`src/hw/gb_isa_pkg.sv`:
```
`default_nettype none

package gb_isa_pkg;

    // ALU operation, straight from opcode bits 5:3
    typedef enum logic [2:0] {
        ALU_ADD,
        ALU_ADC,
        ALU_SUB,
        ALU_SBC,
        ALU_AND,
        ALU_XOR,
        ALU_OR,
        ALU_CP
    } alu_op_e;

    // Condition code, opcode bits 4:3
    typedef enum logic [1:0] {
        COND_NZ,
        COND_Z,
        COND_NC,
        COND_C
    } cond_e;

    // 8-bit register selects; B to L keep the opcode numbering
    typedef enum logic [3:0] {
        R_B, R_C, R_D, R_E, R_H, R_L, R_A, R_F,
        R_TMP_LO, R_TMP_HI, R_PC_HI, R_PC_LO, R_SP_LO, R_SP_HI
    } reg8_sel_e;

    typedef enum logic [1:0] {
        ADDR_PC,
        ADDR_HL,
        ADDR_TMP,
        ADDR_SP
    } addr_src_e;

    localparam logic [7:0] OPC_NOP     = 8'h00;
    localparam logic [7:0] OPC_LD_HL_A = 8'h77;
    localparam logic [7:0] OPC_JP      = 8'hC3;
    localparam logic [7:0] OPC_DI      = 8'hF3;
    localparam logic [7:0] OPC_EI      = 8'hFB;
    localparam logic [2:0] REG_CODE_HL = 3'b110;

    // Index 0 is the highest priority source
    localparam logic [4:0][7:0] IRQ_VECTOR = {8'h60, 8'h58, 8'h50, 8'h48, 8'h40};

    // Opcode register field to select; code 111 is A
    function automatic reg8_sel_e reg_from_code(logic [2:0] code);
        return (code == 3'b111) ? R_A : reg8_sel_e'({1'b0, code});
    endfunction

endpackage

`default_nettype wire
```
`src/hw/gb_core_pkg.sv`:
```
`default_nettype none

package gb_core_pkg;
    import gb_isa_pkg::*;

    localparam logic [15:0] SP_RESET   = 16'hFFFE;
    localparam int          MAX_CYCLES = 5;

    typedef struct packed {
        logic z;
        logic n;
        logic h;
        logic c;
    } flags_t;

    // Flags sit in the upper nibble of f
    typedef struct packed {
        logic [7:0]  a;
        logic [7:0]  f;
        logic [7:0]  b, c, d, e, h, l;
        logic [7:0]  tmp_hi, tmp_lo;
        logic [15:0] sp;
        logic [15:0] pc;
        logic [7:0]  ir;
    } regs_t;

    // Control word for one M-cycle
    typedef struct packed {
        alu_op_e   alu_op;
        logic      alu_wren;
        reg8_sel_e alu_dst;
        reg8_sel_e src_a;
        reg8_sel_e src_b;
        logic      flags_wren;
        reg8_sel_e bus_rd_dst;
        logic      bus_rd_wren;
        addr_src_e addr_src;
        logic      drive_bus;
        reg8_sel_e data_src;
        logic      pc_inc;
        logic      pc_load_tmp;
        logic      sp_dec;
        logic      load_vector;
        logic      fetch;
        logic      cc_check;
        logic      ei;
        logic      di;
        logic      clr_irq;
        logic      last;
    } ctrl_t;

    typedef struct packed {
        ctrl_t [MAX_CYCLES-1:0] cyc;
        logic  [2:0]            len;
    } schedule_t;

    typedef struct packed {
        alu_op_e    op;
        logic [7:0] a;
        logic [7:0] b;
        logic       cin;
    } alu_req_t;

    function automatic logic [7:0] get8(regs_t r, reg8_sel_e sel);
        case (sel)
            R_B:      return r.b;
            R_C:      return r.c;
            R_D:      return r.d;
            R_E:      return r.e;
            R_H:      return r.h;
            R_L:      return r.l;
            R_A:      return r.a;
            R_F:      return r.f;
            R_TMP_LO: return r.tmp_lo;
            R_TMP_HI: return r.tmp_hi;
            R_PC_HI:  return r.pc[15:8];
            R_PC_LO:  return r.pc[7:0];
            R_SP_LO:  return r.sp[7:0];
            R_SP_HI:  return r.sp[15:8];
            default:  return 8'h00;
        endcase
    endfunction

    // PC and SP halves are not written through this port
    function automatic regs_t set8(regs_t r, reg8_sel_e sel, logic [7:0] v);
        regs_t n;
        n = r;
        case (sel)
            R_B:      n.b = v;
            R_C:      n.c = v;
            R_D:      n.d = v;
            R_E:      n.e = v;
            R_H:      n.h = v;
            R_L:      n.l = v;
            R_A:      n.a = v;
            R_F:      n.f = {v[7:4], 4'h0};
            R_TMP_LO: n.tmp_lo = v;
            R_TMP_HI: n.tmp_hi = v;
            default:  n = r;
        endcase
        return n;
    endfunction

    // Opcode fetch at PC, closes every instruction
    function automatic ctrl_t fetch_ctrl();
        ctrl_t w;
        w = '0;
        w.addr_src = ADDR_PC;
        w.fetch    = 1'b1;
        w.pc_inc   = 1'b1;
        w.last     = 1'b1;
        return w;
    endfunction

endpackage

`default_nettype wire

```
`src/hw/gb_cpu.sv`:
```
`default_nettype none

module gb_cpu (
    input  logic        clk,
    input  logic        reset,
    input  logic [7:0]  data_i,
    input  logic [4:0]  reg_if_i,
    input  logic [4:0]  reg_ie_i,
    output logic [15:0] addr_o,
    output logic [7:0]  data_o,
    output logic        drive_data_bus_o,
    output logic        clear_irq_o
);
    import gb_isa_pkg::*;
    import gb_core_pkg::*;

    regs_t      regs;
    schedule_t  sched;
    ctrl_t      ctrl;
    alu_req_t   alu_req;
    logic [7:0] alu_res;
    flags_t     alu_flags;
    logic       irq_pending;
    logic       isr;
    logic [7:0] vector;

    ////////////////////////////////////////////////////////////////////////////
    // Datapath muxes

    assign alu_req.op  = ctrl.alu_op;
    assign alu_req.a   = get8(regs, ctrl.src_a);
    assign alu_req.b   = get8(regs, ctrl.src_b);
    assign alu_req.cin = regs.f[4];

    always_comb begin
        case (ctrl.addr_src)
            ADDR_PC:  addr_o = regs.pc;
            ADDR_HL:  addr_o = {regs.h, regs.l};
            ADDR_TMP: addr_o = {regs.tmp_hi, regs.tmp_lo};
            // Pushes land one below SP
            default:  addr_o = regs.sp - 16'd1;
        endcase
    end

    assign data_o           = get8(regs, ctrl.data_src);
    assign drive_data_bus_o = ctrl.drive_bus;
    assign clear_irq_o      = ctrl.clr_irq;

    ////////////////////////////////////////////////////////////////////////////
    // Sub-blocks

    gb_irq_ctrl u_irq_ctrl (
        .clk           (clk),
        .reset         (reset),
        .if_i          (reg_if_i),
        .ie_i          (reg_ie_i),
        .ctrl_i        (ctrl),
        .irq_pending_o (irq_pending),
        .vector_o      (vector)
    );

    gb_decoder u_decoder (
        .opcode_i (regs.ir),
        .isr_i    (isr),
        .sched_o  (sched)
    );

    gb_scheduler u_scheduler (
        .clk           (clk),
        .reset         (reset),
        .sched_i       (sched),
        .flags_i       (flags_t'(regs.f[7:4])),
        .cond_i        (cond_e'(regs.ir[4:3])),
        .irq_pending_i (irq_pending),
        .ctrl_o        (ctrl),
        .isr_o         (isr)
    );

    gb_alu u_alu (
        .req_i    (alu_req),
        .result_o (alu_res),
        .flags_o  (alu_flags)
    );

    gb_regfile u_regfile (
        .clk         (clk),
        .reset       (reset),
        .ctrl_i      (ctrl),
        .alu_res_i   (alu_res),
        .alu_flags_i (alu_flags),
        .bus_data_i  (data_i),
        .vector_i    (vector),
        .regs_o      (regs)
    );

endmodule

`default_nettype wire

```
`src/hw/gb_regfile.sv`:
```
`default_nettype none

module gb_regfile (
    input  logic                clk,
    input  logic                reset,
    input  gb_core_pkg::ctrl_t  ctrl_i,
    input  logic [7:0]          alu_res_i,
    input  gb_core_pkg::flags_t alu_flags_i,
    input  logic [7:0]          bus_data_i,
    input  logic [7:0]          vector_i,
    output gb_core_pkg::regs_t  regs_o
);
    import gb_isa_pkg::*;
    import gb_core_pkg::*;

    regs_t       regs_q;
    regs_t       regs_d;
    logic [15:0] pc_base;

    ////////////////////////////////////////////////////////////////////////////
    // Write ports, later ones take priority

    always_comb begin
        regs_d = regs_q;
        if (ctrl_i.bus_rd_wren) begin
            regs_d = set8(regs_d, ctrl_i.bus_rd_dst, bus_data_i);
        end
        if (ctrl_i.alu_wren) begin
            regs_d = set8(regs_d, ctrl_i.alu_dst, alu_res_i);
        end
        if (ctrl_i.flags_wren) begin
            regs_d.f = {alu_flags_i, 4'h0};
        end
        if (ctrl_i.fetch) begin
            regs_d.ir = bus_data_i;
        end

        // Jump target fetch runs from TMP, so PC ends at target plus one
        pc_base = ctrl_i.pc_load_tmp ? {regs_q.tmp_hi, regs_q.tmp_lo} : regs_q.pc;
        if (ctrl_i.load_vector) begin
            regs_d.pc = {8'h00, vector_i};
        end else if (ctrl_i.clr_irq) begin
            // Undo the fetch of the instruction the ISR displaced
            regs_d.pc = regs_q.pc - 16'd1;
        end else begin
            regs_d.pc = pc_base + {15'd0, ctrl_i.pc_inc};
        end

        if (ctrl_i.sp_dec) begin
            regs_d.sp = regs_q.sp - 16'd1;
        end
    end

    always_ff @(posedge clk) begin
        regs_q <= regs_d;
        if (reset) begin
            regs_q.pc <= 16'h0000;
            regs_q.sp <= SP_RESET;
            regs_q.ir <= OPC_NOP;
            regs_q.a  <= 8'h00;
            regs_q.f  <= 8'h00;
        end
    end

    assign regs_o = regs_q;

endmodule

`default_nettype wire

```
`src/hw/gb_alu.sv`:
```
`default_nettype none

module gb_alu (
    input  gb_core_pkg::alu_req_t req_i,
    output logic [7:0]            result_o,
    output gb_core_pkg::flags_t   flags_o
);
    import gb_isa_pkg::*;

    logic       cin;
    logic [8:0] sum;
    logic [8:0] diff;
    logic [4:0] half_sum;
    logic [4:0] half_diff;

    // Carry in only for ADC and SBC
    assign cin = (req_i.op == ALU_ADC || req_i.op == ALU_SBC) ? req_i.cin : 1'b0;

    assign sum       = {1'b0, req_i.a} + {1'b0, req_i.b} + {8'h00, cin};
    assign diff      = {1'b0, req_i.a} - {1'b0, req_i.b} - {8'h00, cin};
    assign half_sum  = {1'b0, req_i.a[3:0]} + {1'b0, req_i.b[3:0]} + {4'h0, cin};
    assign half_diff = {1'b0, req_i.a[3:0]} - {1'b0, req_i.b[3:0]} - {4'h0, cin};

    always_comb begin
        flags_o = '0;
        case (req_i.op)
            ALU_ADD, ALU_ADC: begin
                result_o  = sum[7:0];
                flags_o.h = half_sum[4];
                flags_o.c = sum[8];
            end
            ALU_SUB, ALU_SBC, ALU_CP: begin
                // Bit 4 and bit 8 of the difference are the borrows
                result_o  = diff[7:0];
                flags_o.n = 1'b1;
                flags_o.h = half_diff[4];
                flags_o.c = diff[8];
            end
            ALU_AND: begin
                result_o  = req_i.a & req_i.b;
                flags_o.h = 1'b1;
            end
            ALU_XOR: begin
                result_o = req_i.a ^ req_i.b;
            end
            default: begin
                result_o = req_i.a | req_i.b;
            end
        endcase
        flags_o.z = (result_o == 8'h00);
    end

endmodule

`default_nettype wire

```
`src/hw/gb_scheduler.sv`:
```
`default_nettype none

module gb_scheduler (
    input  logic                   clk,
    input  logic                   reset,
    input  gb_core_pkg::schedule_t sched_i,
    input  gb_core_pkg::flags_t    flags_i,
    input  gb_isa_pkg::cond_e      cond_i,
    input  logic                   irq_pending_i,
    output gb_core_pkg::ctrl_t     ctrl_o,
    output logic                   isr_o
);
    import gb_isa_pkg::*;
    import gb_core_pkg::*;

    logic [2:0] cyc_q;
    logic       skip_q;
    logic       isr_q;
    logic       cond_ok;
    logic       wrap;

    always_comb begin
        case (cond_i)
            COND_NZ: cond_ok = ~flags_i.z;
            COND_Z:  cond_ok = flags_i.z;
            COND_NC: cond_ok = ~flags_i.c;
            default: cond_ok = flags_i.c;
        endcase
    end

    // A failed condition replaces the rest of the jump with a plain fetch
    assign ctrl_o = skip_q ? fetch_ctrl() : sched_i.cyc[cyc_q];
    assign wrap   = skip_q || (cyc_q == sched_i.len - 3'd1);
    assign isr_o  = isr_q;

    always_ff @(posedge clk) begin
        if (reset) begin
            cyc_q  <= 3'd0;
            skip_q <= 1'b0;
            isr_q  <= 1'b0;
        end else if (wrap) begin
            // Instruction boundary, the next schedule may be the ISR
            cyc_q  <= 3'd0;
            skip_q <= 1'b0;
            isr_q  <= irq_pending_i;
        end else if (ctrl_o.cc_check && !cond_ok) begin
            skip_q <= 1'b1;
        end else begin
            cyc_q  <= cyc_q + 3'd1;
        end
    end

endmodule

`default_nettype wire

```
`src/hw/gb_decoder.sv`:
```
`default_nettype none

module gb_decoder (
    input  logic [7:0]             opcode_i,
    input  logic                   isr_i,
    output gb_core_pkg::schedule_t sched_o
);
    import gb_isa_pkg::*;
    import gb_core_pkg::*;

    reg8_sel_e dst;
    reg8_sel_e src;

    assign dst = reg_from_code(opcode_i[5:3]);
    assign src = reg_from_code(opcode_i[2:0]);

    // Operand byte read at PC
    function automatic ctrl_t imm_read(reg8_sel_e d);
        ctrl_t w;
        w = '0;
        w.addr_src    = ADDR_PC;
        w.bus_rd_dst  = d;
        w.bus_rd_wren = 1'b1;
        w.pc_inc      = 1'b1;
        return w;
    endfunction

    // Byte write to SP-1, SP steps down
    function automatic ctrl_t push(reg8_sel_e s);
        ctrl_t w;
        w = '0;
        w.addr_src  = ADDR_SP;
        w.drive_bus = 1'b1;
        w.data_src  = s;
        w.sp_dec    = 1'b1;
        return w;
    endfunction

    ////////////////////////////////////////////////////////////////////////////
    // Per-opcode schedules

    always_comb begin
        sched_o        = '0;
        sched_o.len    = 3'd1;
        sched_o.cyc[0] = fetch_ctrl();

        if (isr_i) begin
            sched_o.len            = 3'd5;
            sched_o.cyc[0]         = '0;
            sched_o.cyc[0].clr_irq = 1'b1;
            sched_o.cyc[2]         = push(R_PC_HI);
            sched_o.cyc[3]         = push(R_PC_LO);
            sched_o.cyc[3].load_vector = 1'b1;
            sched_o.cyc[4]         = fetch_ctrl();
        end else if (opcode_i == OPC_LD_HL_A) begin
            sched_o.len                = 3'd2;
            sched_o.cyc[0]             = '0;
            sched_o.cyc[0].addr_src    = ADDR_HL;
            sched_o.cyc[0].drive_bus   = 1'b1;
            sched_o.cyc[0].data_src    = R_A;
            sched_o.cyc[1]             = fetch_ctrl();
        end else if (opcode_i == OPC_JP || opcode_i ==? 8'b110??010) begin
            // Low byte, high byte, idle, fetch at the target
            sched_o.len                 = 3'd4;
            sched_o.cyc[0]              = imm_read(R_TMP_LO);
            sched_o.cyc[1]              = imm_read(R_TMP_HI);
            sched_o.cyc[1].cc_check     = (opcode_i != OPC_JP);
            sched_o.cyc[3]              = fetch_ctrl();
            sched_o.cyc[3].addr_src     = ADDR_TMP;
            sched_o.cyc[3].pc_load_tmp  = 1'b1;
        end else if (opcode_i == OPC_DI) begin
            sched_o.cyc[0].di = 1'b1;
        end else if (opcode_i == OPC_EI) begin
            sched_o.cyc[0].ei = 1'b1;
        end else if (opcode_i ==? 8'b00???110 && opcode_i[5:3] != REG_CODE_HL) begin
            sched_o.len    = 3'd2;
            sched_o.cyc[0] = imm_read(dst);
            sched_o.cyc[1] = fetch_ctrl();
        end else if (opcode_i[7:6] == 2'b01 && opcode_i[5:3] != REG_CODE_HL
                     && opcode_i[2:0] != REG_CODE_HL) begin
            // Register move runs as OR of the source with itself, flags untouched
            sched_o.cyc[0].alu_op   = ALU_OR;
            sched_o.cyc[0].src_a    = src;
            sched_o.cyc[0].src_b    = src;
            sched_o.cyc[0].alu_dst  = dst;
            sched_o.cyc[0].alu_wren = 1'b1;
        end else if (opcode_i[7:6] == 2'b10 && opcode_i[2:0] != REG_CODE_HL) begin
            sched_o.cyc[0].alu_op     = alu_op_e'(opcode_i[5:3]);
            sched_o.cyc[0].src_a      = R_A;
            sched_o.cyc[0].src_b      = src;
            sched_o.cyc[0].alu_dst    = R_A;
            sched_o.cyc[0].flags_wren = 1'b1;
            // CP only compares
            sched_o.cyc[0].alu_wren   = (opcode_i[5:3] != ALU_CP);
        end
    end

endmodule

`default_nettype wire

```
`src/hw/gb_irq_ctrl.sv`:
```
`default_nettype none

module gb_irq_ctrl (
    input  logic               clk,
    input  logic               reset,
    input  logic [4:0]         if_i,
    input  logic [4:0]         ie_i,
    input  gb_core_pkg::ctrl_t ctrl_i,
    output logic               irq_pending_o,
    output logic [7:0]         vector_o
);
    import gb_isa_pkg::*;

    logic       ime_q;
    logic       ei_pend_q;
    logic [4:0] req;
    logic [7:0] vector_d;
    logic [7:0] vector_q;

    assign req = if_i & ie_i;

    // A pending EI already counts at the end of the following instruction
    assign irq_pending_o = (ime_q | ei_pend_q) & ~ctrl_i.di & (req != 5'd0);

    // Lowest set bit wins
    always_comb begin
        vector_d = IRQ_VECTOR[0];
        for (int i = 4; i >= 0; i--) begin
            if (req[i]) begin
                vector_d = IRQ_VECTOR[i];
            end
        end
    end

    always_ff @(posedge clk) begin
        if (reset || ctrl_i.di || ctrl_i.clr_irq) begin
            ime_q     <= 1'b0;
            ei_pend_q <= 1'b0;
        end else if (ctrl_i.ei) begin
            ei_pend_q <= 1'b1;
        end else if (ctrl_i.last && ei_pend_q) begin
            ime_q     <= 1'b1;
            ei_pend_q <= 1'b0;
        end
    end

    // Vector is frozen while the flag bit is still set
    always_ff @(posedge clk) begin
        if (ctrl_i.clr_irq) begin
            vector_q <= vector_d;
        end
    end

    assign vector_o = vector_q;

endmodule

`default_nettype wire

```
`config.mk`:
```
export PLATFORM = sky130hd
export DESIGN_NAME = gb_cpu
export DESIGN_NICKNAME = d
export VERILOG_FILES = /design/src/hw/gb_isa_pkg.sv /design/src/hw/gb_core_pkg.sv /design/src/hw/gb_cpu.sv /design/src/hw/gb_regfile.sv /design/src/hw/gb_alu.sv /design/src/hw/gb_scheduler.sv /design/src/hw/gb_decoder.sv /design/src/hw/gb_irq_ctrl.sv
export SDC_FILE = /design/constraint.sdc
export NUM_CORES = 1
export LEC_CHECK = 0
export ABC_AREA = 0
export BUFFER_PORTS_ARGS = -buffer_cell sky130_fd_sc_hd__buf_2
export CORE_ASPECT_RATIO = 0.9
export CORE_MARGIN = 1.5
export CORE_UTILIZATION = 55
export DETAILED_ROUTE_END_ITERATION = 10
export GPL_TIMING_DRIVEN = 0
export PLACE_DENSITY_LB_ADDON = 0.12
export SYNTH_ARGS = -nofsm -noshare
export SYNTH_HDL_FRONTEND = slang
export SYNTH_SLANG_ARGS = --single-unit
```
`constraint.sdc`:
```
create_clock -name clk -period 7.22 [get_ports clk]
set_clock_uncertainty 0.2 [all_clocks]
set_input_delay 1.805 -clock clk [delete_from_list [all_inputs] [get_ports clk]]
set_output_delay 1.805 -clock clk [all_outputs]
set_load 0.01 [all_outputs]
```
==> Yosys cells after proc, flatten, opt, wreduce, memory -nomap -nowiden <==
Cells that the tools add are included.
{ "op_classes": {"add_sub_neg": 13, "n_reduce_logical": 31, "eq_ne": 82, "n_mux": 70, "bitwise": 11, "order_cmp": 1} }
{ "ops": {"columns": ["op", "count"], "rows": [
  ["$pmux W8 S14", 3],
  ["$mux W120", 2],
  ["$mux W39", 5],
  ["$mux W8", 23],
  ["$mux W81", 2],
  ["$bmux W39 S3", 1],
  ["$eq A4 B4 Y1 const B", 22],
  ["$eq A4 B3 Y1 const B", 20],
  ["$mux W75", 1],
  ["$mux W74", 1],
  ["$mux W17", 4],
  ["$mux W16", 4],
  ["$pmux W16 S3", 1],
  ["$mux W42", 1],
  ["$eq A4 B2 Y1 const B", 10],
  ["$pmux W8 S4", 1],
  ["$sub A16 B1 Y16 const B", 2],
  ["$mux W25", 1],
  ["$eq A8 B8 Y1 const B", 3],
  ["$eq A4 B1 Y1 const B", 5],
  ["$logic_not A4 Y1", 5],
  ["$mux W10", 2],
  ["$add A16 B1 Y16", 1],
  ["$eq A3 B3 Y1 const B", 5],
  ["other kinds (47)", 83]
]} }
{ "totals": {"wordCells": 231, "register_bits": 134} }

==> Longest topological paths before layout <==
{ "logic_depth": {"word_depth": 21, "mapped_depth": 22, "mapped_depth_nobuf": 20} }

==> By module <==
A second synthesis with hierarchy kept.
{ "hier_totals": {"cells_unflattened": 1829, "hier_area_um2": 15113.2} }
{ "modules_own_cells": {"columns": ["mod", "n_inst", "area_per_inst_um2", "cells_per_inst"], "rows": [
  ["gb_regfile", 1, 5979.5, 689],
  ["gb_cpu", 1, 3803.6, 515],
  ["gb_decoder", 1, 1865.5, 238],
  ["gb_scheduler", 1, 1795.5, 172],
  ["gb_alu", 1, 1383.8, 186],
  ["gb_irq_ctrl", 1, 285.3, 29]
]} }

==> Least setup slack after synthesis <==
No wires, ideal clock.
{ "synth_timing": {"kind": "register -> register", "from": "reg u_scheduler.cyc_q[1]", "to": "reg u_regfile.regs_q (netlist bit u_regfile.regs_o[111])", "synth_period_minus_slack_ps": 4622, "arrival_time_ps": 4307, "slack_ps": 2598, "n_path_buf": 1, "stages_incl_launch_ff": 21, "path_cell_list": "dfxtp_1 -> buf_2 -> nor2_2 -> nand3b_1 -> or4b_1 -> a31oi_1 -> nor3_4 -> xnor2_1 -> ha_1 -> a21oi_1 -> fa_1 -> inv_1 -> a21o_1 -> a311o_1 -> a21o_1 -> xnor2_1 -> o22ai_1 -> a22oi_2 -> and4b_1 -> and4_1 -> a31o_1"} }
{ "synth_between": {"elab_chain_len": 11, "elab_cells_between_ends": 60} }
{ "synth_lines": {"columns": ["element", "line", "rtl"], "rows": [
  ["start: declaration", "gb_scheduler.sv:16", "logic [2:0] cyc_q;"],
  ["start signal: assignment", "gb_scheduler.sv:49", "cyc_q <= cyc_q + 3'd1;"],
  ["$bmux W39 S3 (*)", "gb_scheduler.sv:32", "assign ctrl_o = skip_q ? fetch_ctrl() : sched_i.cyc[cyc_q];"],
  ["$mux W39 (implied by the code) (*)", "gb_scheduler.sv:32", null],
  ["$mux W39 (*)", "gb_scheduler.sv:32", null],
  ["$eq A4 B4 Y1 (tied with other cells)", "gb_core_pkg.sv:65", "case (sel)"],
  ["$pmux W8 S14 / $logic_or A1 B1 Y1 (equally long branches)", "gb_core_pkg.sv:65, gb_alu.sv:17", null],
  ["$sub A8 B8 Y9 (tied with other cells)", "gb_alu.sv:20", "assign diff = {1'b0, req_i.a} - {1'b0, req_i.b} - {8'h00, cin};"],
  ["$sub A9 B1 Y9 / $add A9 B1 Y9 (equally long branches)", "gb_alu.sv:20, gb_alu.sv:19", null],
  ["$pmux W8 S4", "gb_alu.sv:26", "case (req_i.op)"],
  ["$mux W8", "gb_core_pkg.sv:88", "case (sel)"],
  ["$mux W120", "gb_regfile.sv:28", "if (ctrl_i.alu_wren) begin"],
  ["$mux W8 (*)", "gb_regfile.sv:31", "if (ctrl_i.flags_wren) begin"],
  ["end signal: assignment", "gb_regfile.sv:55", "regs_q <= regs_d;"],
  ["end: declaration", "gb_regfile.sv:16", "regs_t regs_q;"]
]} }
Mark *: on every way between the ends. The rest lies on a longest branch, timed or not. The select of a mux whose other input is x is not followed.
A chain may end at the register's enable or synchronous reset.

==> Worst setup path in the final report <==
{ "layout_timing": {"from": "reg u_scheduler.cyc_q[2]", "to": "reg u_regfile.regs_q (netlist bit u_regfile.regs_o[111])"} }
The elaborated chain is that of the path after synthesis.

==> run summary <==
Initial antenna violation count -> 0
Post-CTS sizing -> 0
First drt pass iteration count -> 6
Layout Area Growth over Synthesis -> 10.7%
Cell Area, Synth -> 0.00977 mm²
Num CTS Buffers -> 17
Die Ht -> 129 µm
Antenna viol nets, final -> 0
Final setup vio count -> 0
Final nets -> 1,336
Global-route wire length before repair -> 52.5 mm
Port Buf Inserts -> 36
Routability cong. -> 1.02
Post-route clock period utilization -> 0.880
Ports -> 46
Synth warn -> 0
Initial DRC Count -> 1,423
RSZ-0062 raised after global routing -> false
CORE AREA -> 0.0175 mm²
CP endpoint kind -> flip-flop
Largest net degree at the start of global routing -> 17
Hold_sp -> u_irq_ctrl.vector_o[3]
Total grt overflow -> 0
Most common cell in the synthesized netlist -> nor2_1
Final Critical Period -> 6.35 ns
Max-Cap Viols -> 0
Avg WL per Cell -> 22.4 µm
Vias in the first global route -> 9,005
Share of layout cells above drive strength 1 -> 0.146
R2R cell count -> 20
Flop-to-flop setup slack -> 0.87 ns
Fin area -> 0.0108 mm²
Total Power -> 0.00451 W
Postcts setup bufs -> 0
Post-DP Area -> 0.0102 mm²
Worst-path clk slew -> 0.06 ns
Vias per cell -> 6.47
Max IR drop VDD -> 0.000284 V
Slew at the pin with the worst max-slew slack -> 1.18 ns
Syn avg cell area -> 7.97 µm²
Area leader, netlist -> dfxtp_1
Synthesized instance count -> 1,225
Fmax achieved -> 157 MHz
Main flop type after synthesis -> dfxtp_1
Post-DP HPWL -> 26.1 mm
CP Data Required Time -> 7.40 ns
H-tree depth -> 4
Worst r2r src -> u_scheduler.cyc_q[2]
Min-Delay Endpoint -> u_regfile.regs_o[11]
Status -> finished, final reports clean
Clock root cell -> clkbuf_16
R2r endpoint -> u_regfile.regs_o[111]
Max clock buf depth -> 2
CP startpoint kind -> flip-flop
Pre-CTS WS -> 1.11 ns
Crit path DAT -> 6.53 ns
Slew Limit Fails -> 0
Worst-path maximum fanout -> 10
Synth Net Count -> 1,281
Synth top area cells -> dfxtp_1, mux2i_1, mux2_2
Most common library cells after synthesis -> nor2_1, dfxtp_1, a21oi_1, nand2_1, mux2i_1
Hold_buf cts -> 0
Residual DRC -> 0
Leakage -> 4.20 nW
Critical path type -> reg -> reg
DIE AREA -> 0.0186 mm²
Die W -> 143 µm
Ys async rst share -> 0
Initial Util -> 0.558
Hold Path Depth -> 2
Antenna diode count -> 0
Row cnt -> 46
Clock latency on the worst-skew pair -> 0.44 ns
Sequential element share of the synthesized area -> 0.257
Drt total wl -> 34.4 mm
Distinct cells, synth -> 86
GRT Overall Usage -> 0.375
Final Hold Vio Count -> 0
Post-synth EDFFs -> 3
Clk sinks -> 124
Hold Crit Class -> reg -> reg
Yosys top cell area share -> 0.248
CTS tree -> built
Setup TNS after final layout -> 0 ns
Vias -> 9,918
PnR worst setup slack -> 0.866 ns
Post-synthesis register bit count -> 124
Slew HR -> 0.209
PwrDens -> 417 mW/mm²
cell type report:
class | count | area, µm²
multi-input combinational | 984 | 6790
sequential | 124 | 2510
inverter | 35 | 131
fill | 1636 | 6680
tap | 240 | 300
timing repair buffer | 36 | 180
clock buffer | 17 | 425
buffer | 82 | 339
clock inverter | 15 | 136
logic make-up after synthesis:
| kind of cell | Yosys count | synth area share |
|---|---|---|
| xor+xnor | 63 | 0.0565 |
| flops | 124 | 0.257 |
| fa+ha+maj | 36 | 0.0477 |
| simple gates | 425 | 0.229 |
| compound gates | 337 | 0.228 |
| mux | 123 | 0.133 |
| buf+inv | 117 | 0.0482 |
where the power goes:
group / total, W / internal, W / switching, W / leakage [nW]
Combinational: 0.00254 / 0.000985 / 0.00155 / 2.90
Sequential: 0.00113 / 0.000886 / 0.000248 / 1.03
Clock: 0.000836 / 0.000478 / 0.000359 / 0.269
cell usage in the layout, fill, tap and decap left out, types with 8 or more instances in the layout:
cell and n:
a211oi_1 35, a21o_1 10, a21oi_1 116, a221o_1 9
a22o_1 11, a22oi_1 13, a31oi_1 9, and2_1 11
and3_1 10, buf_2 49, clkbuf_1 63, clkbuf_16 17
dfxtp_1 121, ha_1 34, inv_1 35, mux2_2 57
mux2i_1 66, nand2_1 105, nand2b_1 15, nand3_1 20
nor2_1 132, nor2b_1 21, nor3_1 31, o211ai_1 8
o21ai_0 49, o22ai_1 19, or3_1 11, xnor2_1 32
xor2_1 31
per-layer routing:
metal	track usage	wire length (µm)
met1	0.553	15400
met2	0.530	13900
met3	0.107	4270
met4	0.101	783
met5	0	0
through the flow:
step | hold slack [ns] | util | instances
final | 0.281 | 0.618 | 1533
after global routing | 0.301 | 0.618 | 1533
after CTS | 0.286 | 0.618 | 1533
after detailed placement | 0.270 | 0.586 | 1501
after global placement | 0.259 | 0.586 | 1501
after floorplan | 0.250 | - | 1225
registers in the layout, indices dropped and copies added, names as in the netlist:
signal	cells
u_scheduler.isr_o	1
u_regfile.regs_o	114
u_irq_ctrl.ime_q	1
u_irq_ctrl.vector_o	3
u_scheduler.cyc_q	3
u_irq_ctrl.ei_pend_q	1
u_scheduler.skip_q	1
worst max-delay path, stage by stage, from the launching register on:
cell      delay, ns
dfxtp_1        0.29
buf_4          0.18
nor2_1         0.44
nand2_1        0.13
clkbuf_1       0.31
nor3_2         0.84
o41a_1         0.57
a22o_1         0.20
a211oi_1       0.08
ha_1           0.43
ha_1           0.36
o21a_1         0.13
nor2_1         0.21
o21ai_0        0.20
xor2_1         0.21
o21ai_0        0.17
o21ai_0        0.12
a22oi_2        0.59
and4b_1        0.27
and4_1         0.20
a31o_1         0.14
worst max path at each step:
stage,startpoint,slack (ns),cells past startpoint,end
4_1_cts,u_scheduler.cyc_q[2],1.08,20,u_regfile.regs_o[111]
2_1_floorplan,u_scheduler.cyc_q[1],2.60,20,u_regfile.regs_o[111]
5_1_grt,u_scheduler.cyc_q[2],0.72,19,u_regfile.regs_o[111]
6_report,u_scheduler.cyc_q[2],0.87,20,u_regfile.regs_o[111]
3_3_place_gp,u_scheduler.cyc_q[2],1.15,20,u_regfile.regs_o[111]
3_5_place_dp,u_scheduler.cyc_q[2],1.11,20,u_regfile.regs_o[111]
(Power assumes the default switching activity.)
